## config.mk

```make
export PLATFORM = sky130hd
export DESIGN_NAME = sound_mem_top
export DESIGN_NICKNAME = d
export VERILOG_FILES = /design/src/sound_mem_pkg.sv /design/src/sample_arbiter.sv /design/src/psram_bus_ctrl.sv /design/src/sound_mem_top.sv
export SDC_FILE = /design/constraint.sdc
export NUM_CORES = 1
export LEC_CHECK = 0
export ABC_AREA = 1
export BUFFER_PORTS_ARGS = -buffer_cell sky130_fd_sc_hd__buf_2
export CORE_MARGIN = 1.5
export CORE_UTILIZATION = 51
export CTS_CLUSTER_DIAMETER = 30
export DETAILED_ROUTE_END_ITERATION = 12
export PLACE_DENSITY = 0.91
export SYNTH_ARGS = -nofsm -noshare
export SYNTH_HDL_FRONTEND = slang
export SYNTH_SLANG_ARGS = --single-unit
```

## constraint.sdc

```tcl
create_clock -name clk_8M -period 3 [get_ports clk_8M]
set_input_delay 0.3 -clock clk_8M [delete_from_list [all_inputs] [get_ports clk_8M]]
set_output_delay 0.3 -clock clk_8M [all_outputs]
set_load 0.01 [all_outputs]
```

## src/sound_mem_pkg.sv

```systemverilog
// ~~~~~~~~~~~~~~~~~~~~~~~~~~~~~~~~~~~~~~~~~~~~~~~~~~~~~~~~~~~~~~~~~~~~~~~~~
// sound memory types: widths, PSRAM request and response, state encodings.
// ~~~~~~~~~~~~~~~~~~~~~~~~~~~~~~~~~~~~~~~~~~~~~~~~~~~~~~~~~~~~~~~~~~~~~~~~~
package sound_mem_pkg;

	// byte address as the clients see it.
	typedef logic [23:0] sample_addr_t;
	// halfword address on the PSRAM. top bit selects the chip.
	typedef logic [22:0] half_addr_t;
	typedef logic [31:0] word_data_t;
	typedef logic [15:0] half_data_t;
	typedef logic [7:0]  sample_byte_t;
	typedef logic [1:0]  client_t;
	typedef logic [3:0]  wait_cnt_t;

	// who the current transfer belongs to.
	localparam client_t client_word = 2'd0;
	localparam client_t client_a    = 2'd1;
	localparam client_t client_b    = 2'd2;

	// longest data phase before the controller moves on without cram_wait.
	localparam int unsigned psram_wait_max = 15;

	typedef struct packed {
		half_addr_t addr;
		word_data_t wdata;
		logic       write;
		// even half then odd half.
		logic       wide;
	} psram_req_t;

	typedef struct packed {
		logic       done;
		word_data_t rdata;
	} psram_rsp_t;

	typedef enum logic [1:0] {
		arb_idle,
		arb_read_single,
		arb_write_single
	} arb_state_t;

	typedef enum logic [1:0] {
		bus_idle,
		bus_addr_phase,
		bus_data_phase,
		bus_gap
	} bus_state_t;

endpackage

```

## src/sample_arbiter.sv

```systemverilog
// ~~~~~~~~~~~~~~~~~~~~~~~~~~~~~~~~~~~~~~~~~~~~~~~~~~~~~~~~~~~~~~~~~~~~~~~~~
// fixed priority arbiter for the loader word port and ADPCM channels A and B.
// ~~~~~~~~~~~~~~~~~~~~~~~~~~~~~~~~~~~~~~~~~~~~~~~~~~~~~~~~~~~~~~~~~~~~~~~~~
module sample_arbiter import sound_mem_pkg::*; (
	input  logic         clk_8M,
	input  logic         reset_l_main,

	input  logic         word_rd,
	input  logic         word_wr,
	input  sample_addr_t word_addr,
	input  word_data_t   word_data,
	output word_data_t   word_q,
	output logic         word_busy,

	input  sample_addr_t adpcm_a_addr,
	input  logic         adpcm_a_req,
	output sample_byte_t adpcm_a_data,
	output logic         adpcm_a_ack,

	input  sample_addr_t adpcm_b_addr,
	input  logic         adpcm_b_req,
	output sample_byte_t adpcm_b_data,
	output logic         adpcm_b_ack,

	output psram_req_t   mem_req,
	output logic         mem_sel,
	input  psram_rsp_t   mem_rsp
);

	arb_state_t   state;
	client_t      client;
	logic         lane;
	logic         word_req;
	logic         a_pending;
	logic         b_pending;
	logic         take_word;
	logic         take_a;
	logic         take_b;
	logic         finish;
	sample_addr_t chan_addr;
	sample_byte_t lane_byte;

	// a toggle request is open while req and ack differ.
	assign a_pending = adpcm_a_req != adpcm_a_ack;
	assign b_pending = adpcm_b_req != adpcm_b_ack;
	assign word_req  = word_rd || word_wr;

	// word port first, then A, then B.
	assign take_word = (state == arb_idle) && word_req;
	assign take_a    = (state == arb_idle) && !word_req && a_pending;
	assign take_b    = (state == arb_idle) && !word_req && !a_pending && b_pending;
	assign finish    = (state != arb_idle) && mem_rsp.done;

	assign chan_addr = take_a ? adpcm_a_addr : adpcm_b_addr;
	// odd byte address sits in the upper lane.
	assign lane_byte = lane ? mem_rsp.rdata[15:8] : mem_rsp.rdata[7:0];

	// ~~~~~~~~~~~~~~~~~~~~~~~~~~~~~~~~~~~~~~~~~~~~~~~~~~~~~~~~~~~~~~~~~~~~~~~~~
	// control state.
	// ~~~~~~~~~~~~~~~~~~~~~~~~~~~~~~~~~~~~~~~~~~~~~~~~~~~~~~~~~~~~~~~~~~~~~~~~~
	always_ff @(posedge clk_8M or negedge reset_l_main) begin
		if (!reset_l_main) begin
			state       <= arb_idle;
			mem_sel     <= 1'b0;
			word_busy   <= 1'b0;
			adpcm_a_ack <= 1'b0;
			adpcm_b_ack <= 1'b0;
		end else begin
			if (take_word) begin
				state     <= word_wr ? arb_write_single : arb_read_single;
				mem_sel   <= 1'b1;
				word_busy <= 1'b1;
			end else if (take_a || take_b) begin
				state     <= arb_read_single;
				mem_sel   <= 1'b1;
				word_busy <= 1'b1;
			end else if (finish) begin
				// done is one cycle wide so select drops right after it.
				state     <= arb_idle;
				mem_sel   <= 1'b0;
				word_busy <= 1'b0;
				if (client == client_a) begin
					adpcm_a_ack <= adpcm_a_req;
				end
				if (client == client_b) begin
					adpcm_b_ack <= adpcm_b_req;
				end
			end
		end
	end

	// ~~~~~~~~~~~~~~~~~~~~~~~~~~~~~~~~~~~~~~~~~~~~~~~~~~~~~~~~~~~~~~~~~~~~~~~~~
	// request and return data.
	// ~~~~~~~~~~~~~~~~~~~~~~~~~~~~~~~~~~~~~~~~~~~~~~~~~~~~~~~~~~~~~~~~~~~~~~~~~
	always_ff @(posedge clk_8M) begin
		if (take_word) begin
			mem_req.addr  <= word_addr[23:1];
			mem_req.wdata <= word_data;
			mem_req.write <= word_wr;
			mem_req.wide  <= 1'b1;
			client        <= client_word;
			lane          <= word_addr[0];
		end else if (take_a || take_b) begin
			// byte fetch is a single half read.
			mem_req.addr  <= chan_addr[23:1];
			mem_req.write <= 1'b0;
			mem_req.wide  <= 1'b0;
			client        <= take_a ? client_a : client_b;
			lane          <= chan_addr[0];
		end

		if (finish && (state == arb_read_single)) begin
			case (client)
				client_a: adpcm_a_data <= lane_byte;
				client_b: adpcm_b_data <= lane_byte;
				default:  word_q       <= mem_rsp.rdata;
			endcase
		end
	end

endmodule

```

## src/psram_bus_ctrl.sv

```systemverilog
// ~~~~~~~~~~~~~~~~~~~~~~~~~~~~~~~~~~~~~~~~~~~~~~~~~~~~~~~~~~~~~~~~~~~~~~~~~
// PSRAM multiplexed bus sequencer with halfword split and chip select.
// ~~~~~~~~~~~~~~~~~~~~~~~~~~~~~~~~~~~~~~~~~~~~~~~~~~~~~~~~~~~~~~~~~~~~~~~~~
module psram_bus_ctrl import sound_mem_pkg::*; (
	input  logic       clk_8M,
	input  logic       reset_l_main,

	input  psram_req_t mem_req,
	input  logic       mem_sel,
	output psram_rsp_t mem_rsp,

	output logic [5:0] cram_a,
	output half_data_t cram_dq_out,
	output logic       cram_dq_oe,
	output logic       cram_adv_n,
	output logic       cram_ce0_n,
	output logic       cram_ce1_n,
	output logic       cram_oe_n,
	output logic       cram_we_n,
	input  half_data_t cram_dq_in,
	input  logic       cram_wait
);

	bus_state_t state;
	logic       odd_half;
	wait_cnt_t  wait_cnt;
	logic       done;
	word_data_t rdata;
	half_addr_t cur_addr;
	half_data_t wr_half;
	logic       chip_on;
	logic       phase_end;
	logic       in_data;

	// second half of a wide access goes to address + 1.
	assign cur_addr  = {mem_req.addr[22:1], mem_req.addr[0] | odd_half};
	assign wr_half   = odd_half ? mem_req.wdata[31:16] : mem_req.wdata[15:0];
	assign chip_on   = (state == bus_addr_phase) || (state == bus_data_phase);
	assign in_data   = state == bus_data_phase;
	assign phase_end = !cram_wait || (wait_cnt == wait_cnt_t'(psram_wait_max));

	// ~~~~~~~~~~~~~~~~~~~~~~~~~~~~~~~~~~~~~~~~~~~~~~~~~~~~~~~~~~~~~~~~~~~~~~~~~
	// pin decode from the phase.
	// ~~~~~~~~~~~~~~~~~~~~~~~~~~~~~~~~~~~~~~~~~~~~~~~~~~~~~~~~~~~~~~~~~~~~~~~~~
	assign cram_a      = cur_addr[21:16];
	assign cram_adv_n  = state != bus_addr_phase;
	assign cram_ce0_n  = !(chip_on && !cur_addr[22]);
	assign cram_ce1_n  = !(chip_on && cur_addr[22]);
	assign cram_oe_n   = !(in_data && !mem_req.write);
	assign cram_we_n   = !(in_data && mem_req.write);
	// low address bits share the data pins.
	assign cram_dq_oe  = (state == bus_addr_phase) || (in_data && mem_req.write);
	assign cram_dq_out = (state == bus_addr_phase) ? cur_addr[15:0] : wr_half;

	assign mem_rsp.done  = done;
	assign mem_rsp.rdata = rdata;

	// ~~~~~~~~~~~~~~~~~~~~~~~~~~~~~~~~~~~~~~~~~~~~~~~~~~~~~~~~~~~~~~~~~~~~~~~~~
	// phase sequencer.
	// ~~~~~~~~~~~~~~~~~~~~~~~~~~~~~~~~~~~~~~~~~~~~~~~~~~~~~~~~~~~~~~~~~~~~~~~~~
	always_ff @(posedge clk_8M or negedge reset_l_main) begin
		if (!reset_l_main) begin
			state    <= bus_idle;
			odd_half <= 1'b0;
			wait_cnt <= '0;
			done     <= 1'b0;
		end else begin
			done <= 1'b0;
			case (state)
				bus_idle: begin
					// select is still high during the done cycle.
					if (mem_sel && !done) begin
						state    <= bus_addr_phase;
						odd_half <= 1'b0;
					end
				end
				bus_addr_phase: begin
					state    <= bus_data_phase;
					wait_cnt <= '0;
				end
				bus_data_phase: begin
					if (phase_end) begin
						state <= bus_gap;
					end else begin
						wait_cnt <= wait_cnt + 1'b1;
					end
				end
				bus_gap: begin
					if (mem_req.wide && !odd_half) begin
						odd_half <= 1'b1;
						state    <= bus_addr_phase;
					end else begin
						state <= bus_idle;
						done  <= 1'b1;
					end
				end
				default: state <= bus_idle;
			endcase
		end
	end

	// read capture into the matching half.
	always_ff @(posedge clk_8M) begin
		if (in_data && phase_end && !mem_req.write) begin
			if (odd_half) begin
				rdata[31:16] <= cram_dq_in;
			end else begin
				rdata[15:0] <= cram_dq_in;
			end
		end
	end

endmodule

```

## src/sound_mem_top.sv

```systemverilog
// ~~~~~~~~~~~~~~~~~~~~~~~~~~~~~~~~~~~~~~~~~~~~~~~~~~~~~~~~~~~~~~~~~~~~~~~~~
// sound sample memory top: arbiter above the PSRAM bus controller.
// ~~~~~~~~~~~~~~~~~~~~~~~~~~~~~~~~~~~~~~~~~~~~~~~~~~~~~~~~~~~~~~~~~~~~~~~~~
module sound_mem_top import sound_mem_pkg::*; (
	input  logic         clk_8M,
	input  logic         reset_l_main,

	input  logic         word_rd,
	input  logic         word_wr,
	input  sample_addr_t word_addr,
	input  word_data_t   word_data,
	output word_data_t   word_q,
	output logic         word_busy,

	input  sample_addr_t adpcm_a_addr,
	input  logic         adpcm_a_req,
	output sample_byte_t adpcm_a_data,
	output logic         adpcm_a_ack,
	input  sample_addr_t adpcm_b_addr,
	input  logic         adpcm_b_req,
	output sample_byte_t adpcm_b_data,
	output logic         adpcm_b_ack,

	output logic [5:0]   cram_a,
	output half_data_t   cram_dq_out,
	output logic         cram_dq_oe,
	output logic         cram_adv_n,
	output logic         cram_ce0_n,
	output logic         cram_ce1_n,
	output logic         cram_oe_n,
	output logic         cram_we_n,
	input  half_data_t   cram_dq_in,
	input  logic         cram_wait
);

	// link between arbiter and bus controller.
	psram_req_t mem_req;
	logic       mem_sel;
	psram_rsp_t mem_rsp;

	sample_arbiter u_arbiter (.*);

	psram_bus_ctrl u_bus_ctrl (.*);

endmodule

```

==> results.md, run 1 <==
* Run status: complete, no violations
* FMAX at 0.426 GHz
* R2R cell count at 6
* Die area at ~13000 sq um
* Worst Hold Class: primary input to flip-flop
* Synth area leader: edfxtp_1
* CP endpoint kind: output pin
* Setup WS post-layout at 655 ps
* Largest cells by area after synthesis: edfxtp_1, nand2_1, dfrtp_1
* Initial detailed-routing violation count at approximately 310
* MaxCap Viol Count at 0
* Mapped Cells at between 500 and 600
* Max Slew Vio Count at 0
* Core Rows at 40
* Post-synth top area share at between 60% and 70%
* Routed wire length at around 14000 um
* Critical Path RT at 2700 ps
* Cell count after placement at 891
* Psw at 2.49 mW
* Largest net degree at the start of global routing at 33
* Slowest stage delay, CP at 390 ps
* Tcrit/Tclk final at 78.2%
* # fillers at between 900 and 1000
* CORE AREA at between 10000 and 15000 sq um
* H-Tree Depth at 4
* Vias per cell at 4.96
* CP startpoint kind: flip-flop
* Clock Power Share at 27.8%
* Clock buffer depth at 2
* IO Pins at approximately 200
* Max-slew headroom at about two fifths
* Crit path to: cram_dq_out[14]
* Non-Filler Instances at between 900 and 1000
* Levels on crit path at 7
* Drt pass-1 iters at 7
* CTS root buf: clkbuf_16
* Int Pwr at approximately 4.8 mW
* Worst-path fanout max at 19
* Largest delay share family, worst path: buffers and inverters
* Initial Util at approximately 52%
* Initial antenna violation count at 0
* CP Cell Sequence: inv_1 > ha_1 > buf_4 > inv_2 > nor2_1 > a21oi_1 > buf_2
* Part of the power in combinational logic at between 20% and 30%
* Synthesized flop and latch total at ~150
* Global Route Usage Sum at 22.0%
* Number of distinct library cells after synthesis at 32
* TritonCTS Buffers at 17
* Reg power frac at 43.0%
* Avg Cell Area, Syn at roughly 12 sq um
* Mapped Nets at ~670
* Multi-input gate area in the final layout at between 1000 and 1500 sq um
* Slack of the worst reg-to-reg path at around 960 ps
* Post-cts sizing count at 0
* Reg clk slew, reported paths at approximately 70 ps
* Diodes inserted at 0
* Pwr per Cell Area at between 900 and 1000 nW/um^2
* Vias in the first global route at 4437
* Fin crit period at around 2300 ps
* Clock Skews at slightly below 10 ps
* Setup bufs post-CTS at 0
* Synthesized cell area at about 6300 sq um
* Sequential fraction of the synthesis area at 71.2%
* Setup crit start: u_bus_ctrl.state[1]
* Crit path DAT at ~2100 ps
* Post-DP HPWL at ~10000 um
* WS Path Type: flip-flop to output pin
* Clock Latency Late Sink at a little over 400 ps
* Dpl ws at about 1000 ps
* Hold Vio Cnt, Final at 0
* CTS tree: built
* Pleak at roughly 3.7 nW
* RSZ-0062 raised after global routing: no
* Clk sinks at between 150 and 200
* Reg2reg start: u_arbiter.state[1]
* Hold buffer count at cts at 1
* # DRC at 0
* Tightest Pin Transition at 921 ps
* R2R Path End: u_arbiter.lane
* Die height at between 100 and 150 um
* Area Growth Syn to Fin at 27.4%
* Total global routing overflow at 0
* Setup TNS at 0 ps
* Vias post-DR at 4581
* Nets at roughly 880
* Global placement routability congestion at a little over 0.8
* Sw Share at approximately a third
* Critical-path top delay cell: dfrtp_1
* Avg WL per Cell at around 15 um
* Port buffer count at 205
* Die width at about 110 um
* Post-route ant nets at 0
* Buffer and inverter count on the worst path at 4
* WHS at 57.7 ps
* Peak supply drop at ~0.43 mV
* Final setup viols at 0
* Warnings from Yosys at 0
* Layout cells sized above 1 at a little over a third
* First-pass GRT wire length at about 21000 um
* Storage cell area at roughly 4500 sq um
layout by cell type, fill, tap and decap left out, types with 9 or more instances in the layout:
cell,count
nor2_1,23
nand3_1,54
edfxtp_1,137
dfrtp_1,13
clkbuf_16,17
a21oi_1,32
nand2_1,126
buf_2,205
buf_4,9
inv_1,74
o21ai_0,9
stage by stage:
step	power (mW)	instance area (sq um)	utilization, %
finish	7.30	8050	66.7
global route	7.68	8050	66.7
CTS	7.32	8050	66.7
detailed placement	5.30	7470	61.9
global placement	5.21	7470	61.9
floorplan	4.52	6320	-
power groups by stage:
stage / combinational [mW] / clock [mW] / sequential, mW
finish: 2.13 / 2.03 / 3.14
global route: 2.36 / 2.14 / 3.18
CTS: 2.13 / 2.05 / 3.14
detailed placement: 2.12 / 0 / 3.18
global placement: 2.06 / 0 / 3.15
floorplan: 1.40 / 0 / 3.11
flip-flops by register name, indices dropped and copies added (netlist names):
name and flops:
u_bus_ctrl.state 2, u_arbiter.word_q 32, u_bus_ctrl.done 1, u_bus_ctrl.wait_cnt 4
u_bus_ctrl.odd_half 1, u_arbiter.state 2, u_arbiter.adpcm_b_ack 1, u_arbiter.client 2
u_arbiter.word_busy 1, u_arbiter.adpcm_a_ack 1, u_arbiter.mem_req 57, u_arbiter.adpcm_a_data 8
u_arbiter.adpcm_b_data 8, u_arbiter.lane 1, u_bus_ctrl.rdata 32
cell type report:
cell class                      count  share of cell area, %
Sequential cell                   153                   55.9
Multi-Input combinational cell    279                   17.1
Timing Repair Buffer              215                   13.7
Clock buffer                       17                   5.29
Inverter                           77                   3.59
Tap cell                          168                   2.61
Clock inverter                     15                   1.76
routing by layer:
| layer | vias to the layer above | wire, um | global-route usage [%] |
|---|---|---|---|
| met5 | - | 0 | 0 |
| met4 | 0 | 345 | 10.5 |
| met3 | 28 | 1050 | 4.66 |
| met2 | 248 | 7250 | 39.4 |
| met1 | 2104 | 5370 | 25.1 |
| li1 | 2201 | - | - |
kinds of logic (layout without fill, tap and decap cells):
| logic type | Yosys count | in the layout | synth area share, % |
|---|---|---|---|
| compound gates | 44 | 44 | 3.60 |
| xor+xnor | 2 | 2 | 0.277 |
| fa+ha+maj | 8 | 8 | 1.58 |
| buf+inv | 102 | 324 | 7.03 |
| flops | 153 | 153 | 71.2 |
| mux | 9 | 9 | 1.58 |
| simple gates | 216 | 216 | 14.7 |
cells in the mapped netlist:
cell type,n
o21ai_0,9
edfxtp_1,137
nor3_1,1
nor2_1,24
or2_2,1
a21oi_1,32
nand2_1,126
buf_2,10
nand2_2,2
nand4_1,3
buf_6,2
xnor2_1,1
buf_1,2
mux2_2,8
dfrtp_1,13
ha_1,8
nor2_8,1
dfxtp_1,3
nor2_2,1
clkbuf_1,2
inv_2,3
nand3b_1,1
a21oi_2,1
nand3_1,54
a21boi_0,1
inv_1,74
nor3b_1,1
mux2i_1,1
buf_4,9
o22ai_1,1
nand2_4,1
xor2_1,1
worst min-delay path by stage:
stage,from,endpoint,slack [ps],cells after the start
2_1_floorplan,reset_l_main,u_arbiter.adpcm_a_ack,4,0
3_3_place_gp,reset_l_main,u_arbiter.adpcm_b_ack,210,1
3_5_place_dp,reset_l_main,u_arbiter.adpcm_b_ack,210,1
4_1_cts,word_data[10],u_arbiter.mem_req[12],50,1
5_1_grt,word_data[10],u_arbiter.mem_req[12],40,1
6_report,word_data[10],u_arbiter.mem_req[12],60,1
worst reg2reg max path, stage by stage (launching register included):
cell and delay [ps]:
dfrtp_1 400, nor2_2 180, inv_2 90, nor2_8 320, nand2_1 210, nand2_1 150
buf_4 330
No activity file was read; power rests on OpenSTA's default activity.
==> run 2, diff against run 1 <==
==> constraint.sdc (replaced) <==
create_clock -name clk_8M -period 2.33 [get_ports clk_8M]
set_input_delay 0.233 -clock clk_8M [delete_from_list [all_inputs] [get_ports clk_8M]]
set_output_delay 0.233 -clock clk_8M [all_outputs]
set_load 0.01 [all_outputs]
==> results.md, run 2 (same netlist as run 1, synthesis figures left out) <==
* Hold Path Cell Cnt at 1 (unchanged)
* Avg WL per Cell at 15.4 um (was 15.2 um)
* Post-cts sizing count at 0 (unchanged)
* Die area at 13100 sq um (unchanged)
* Pwr per Cell Area at 1130 nW/um^2 (was 907 nW/um^2)
* Max-slew headroom at 53.7% (was 38.4%)
* Routed wire length at 14700 um (was 14000 um)
* Buffer and inverter count on the worst path at 3 (was 4)
* Layout Utilization at 69.1% (was 66.7%)
* Critical Path RT at 2100 ps (was 2700 ps)
* Vias post-DR at 4707 (was 4581)
* CP startpoint kind: flip-flop (unchanged)
* Largest delay share family, worst path: buffers and inverters (unchanged)
* Max Slew Vio Count at 0 (unchanged)
* Largest net degree at the start of global routing at 33 (unchanged)
* Multi-input gate area in the final layout at 1380 sq um (unchanged)
* Port buffer count at 205 (unchanged)
* Setup TNS at 0 ps (unchanged)
* Largest register FFs at 57 (unchanged)
* MaxCap Viol Count at 0 (unchanged)
* FMAX at between 0.4 and 0.5 GHz
* Setup bufs post-CTS at 0 (unchanged)
* Storage cell area at 4500 sq um (unchanged)
* HP Start: word_data[12] (was word_data[10])
* Total global routing overflow at 0 (unchanged)
* Run status: complete, no violations (unchanged)
* Post-route ant nets at 0 (unchanged)
* WS Path Type: flip-flop to output pin (unchanged)
* Clk sinks at 153 (unchanged)
* Slack of the worst reg-to-reg path at 450 ps (was 960 ps)
* Clock Latency Late Sink at 410 ps (about the same)
* WHS Endpoint: u_arbiter.mem_req[14] (was u_arbiter.mem_req[12])
* Most Crowded Layer GR: met2 (unchanged)
* Hold Vio Cnt, Final at 0 (unchanged)
* Layout cells sized above 1 at 33.9% (was 34.8%)
* Core Rows at 40 (unchanged)
* H-Tree Depth at 4 (unchanged)
* Clock Skews at 15.8 ps (was 9.71 ps)
* Drt pass-1 iters at 6 (was 7)
* Worst path most repeated cell: a21oi_1
* Area Growth Syn to Fin at 32.0% (was 27.4%)
* Vias in the first global route at 4754 (was 4437)
* WHS at 15.4 ps (was 57.7 ps)
* Final setup viols at 0 (unchanged)
* IO Pins at 206 (unchanged)
* Diodes inserted at 0 (unchanged)
* Global Route Usage Sum at 23.0% (was 22.0%)
* Reg clk slew, reported paths at 60 ps (was 70 ps)
* Global placement routability congestion at 0.823 (was 0.831)
* Initial Util at 52.4% (unchanged)
* Vias per cell at 4.92 (was 4.96)
* Initial antenna violation count at 0 (unchanged)
* RSZ-0062 raised after global routing: no (unchanged)
* Die width at 114 um (unchanged)
* Fin crit period at ~2100 ps
* First-pass GRT wire length at 22400 um (was 21400 um)
* Tcrit/Tclk final at between 80% and 90%
* CORE AREA at 12100 sq um (unchanged)
* CTS root buf: clkbuf_16 (unchanged)
* Top Registers: u_arbiter.mem_req: 57 flops, u_arbiter.word_q: 32 flops, u_bus_ctrl.rdata: 32 flops (unchanged)
* GR met3 Demand/Resource at 6.09% (was 4.66%)
* # fillers at 840 (was 914)
* Commonest non-fill, non-tap cell in the layout: buf_2 (unchanged)
* Crit path DAT at 1860 ps (was 2050 ps)
* Tightest Pin Transition at 693 ps (was 921 ps)
* Worst-path fanout max at 14 (was 19)
* CP Cell Sequence: inv_1 > ha_1 > buf_4 > a21oi_1 > a21oi_1 > buf_2 (was inv_1 > ha_1 > buf_4 > inv_2 > nor2_1 > a21oi_1 > buf_2)
* Initial detailed-routing violation count at 403 (was 311)
* Die height at 114 um (unchanged)
* Reg2reg start: u_arbiter.state[1] (unchanged)
* TritonCTS Buffers at 17 (unchanged)
* Routing usage on met1 at 24.2% (was 25.1%)
* Post-DP HPWL at 10500 um (was 10400 um)
* CP endpoint kind: output pin (unchanged)
* Nets at 910 (was 878)
* R2R Path End: u_arbiter.mem_req[18] (was u_arbiter.lane)
* Clock buffer depth at 2 (unchanged)
* Peak supply drop at 0.551 mV (was 0.434 mV)
* Slowest stage delay, CP at 410 ps (was 390 ps)
* Met2 Use GR at 41.6% (was 39.4%)
* Critical-path top delay cell: dfrtp_1 (unchanged)
* Worst Hold Class: primary input to flip-flop (unchanged)
* R2R cell count at 4 (was 6)
* Most frequent cells in the layout: buf_2, edfxtp_1, nand2_1, inv_1, nand3_1 (unchanged)
* Biggest register: u_arbiter.mem_req (unchanged)
* Pleak at 3.79 nW (was 3.66 nW)
* # DRC at 0 (unchanged)
* CTS tree: built (unchanged)
-- run 2: changes by cell type in the layout (fill, tap and decap cells not counted), sizes merged --
| cell | change |
|---|---|
| clkinvlp | +1 |
| clkbuf | +1 |
| clkinv | +1 |
| dlygate4sd3 | +27 |
| inv | -3 |
| buf | +5 |
-- run 2: area by class of cell --
cell class                      count  area share (%)
Timing Repair Buffer              247            16.9
Tap cell                          168            2.52
Inverter                           77            3.47
Sequential cell                   153            53.9
Clock inverter                     14            1.50
Multi-Input combinational cell    279            16.5
Clock buffer                       18            5.15
-- run 2: worst max path at each step --
stage	start	slack, ps	depth (start not counted)	end
after detailed placement	u_arbiter.state[1]	530	4	u_arbiter.mem_req[3]
final	u_bus_ctrl.state[1]	230	6	cram_dq_out[8]
after floorplan	u_bus_ctrl.state[0]	400	4	u_bus_ctrl.rdata[0]
after global routing	u_bus_ctrl.state[1]	110	6	cram_dq_out[10]
after CTS	u_bus_ctrl.state[1]	230	6	cram_dq_out[8]
after global placement	u_arbiter.state[1]	610	4	u_arbiter.mem_req[3]
-- run 2: what timing repair did --
action | 4_1_cts | 5_1_grt
setup endpoints to repair | 0 | 0
endpoints found under the hold margin | 35 | 5
hold buffers | 23 | 5
-- run 2: worst register-to-register path: stages, from the launching register on --
cell,delay [ps]
dfrtp_1,400
nor2_2,190
nand2_1,200
inv_2,440
buf_4,340
-- run 2: report_power, final --
part | total (mW) | switching (mW) | internal (mW)
Combinational | 2.84 | 1.85 | 0.987
Sequential | 4.04 | 0.270 | 3.77
Clock | 2.55 | 1.07 | 1.48
-- run 2: per-stage QoR --
step / cell area, sq um / cells / setup WS (ps) / total power [mW]
finish: 8340 / 956 / 234 / 9.42
detailed placement: 7510 / 896 / 528 / 6.85
CTS: 8290 / 951 / 227 / 9.41
floorplan: 6320 / 534 / 399 / 5.82
global route: 8340 / 956 / 114 / 9.92
global placement: 7510 / 896 / 610 / 6.73
-- run 2: metal layers --
| layer | up-vias | wire (um) | part of all wire, % |
|---|---|---|---|
| met3 | 50 | 1140 | 7.8 |
| li1 | 2261 | - | - |
| met1 | 2122 | 5320 | 36 |
| met2 | 274 | 7620 | 52 |
| met4 | 0 | 634 | 4.3 |
| met5 | - | 0 | 0 |
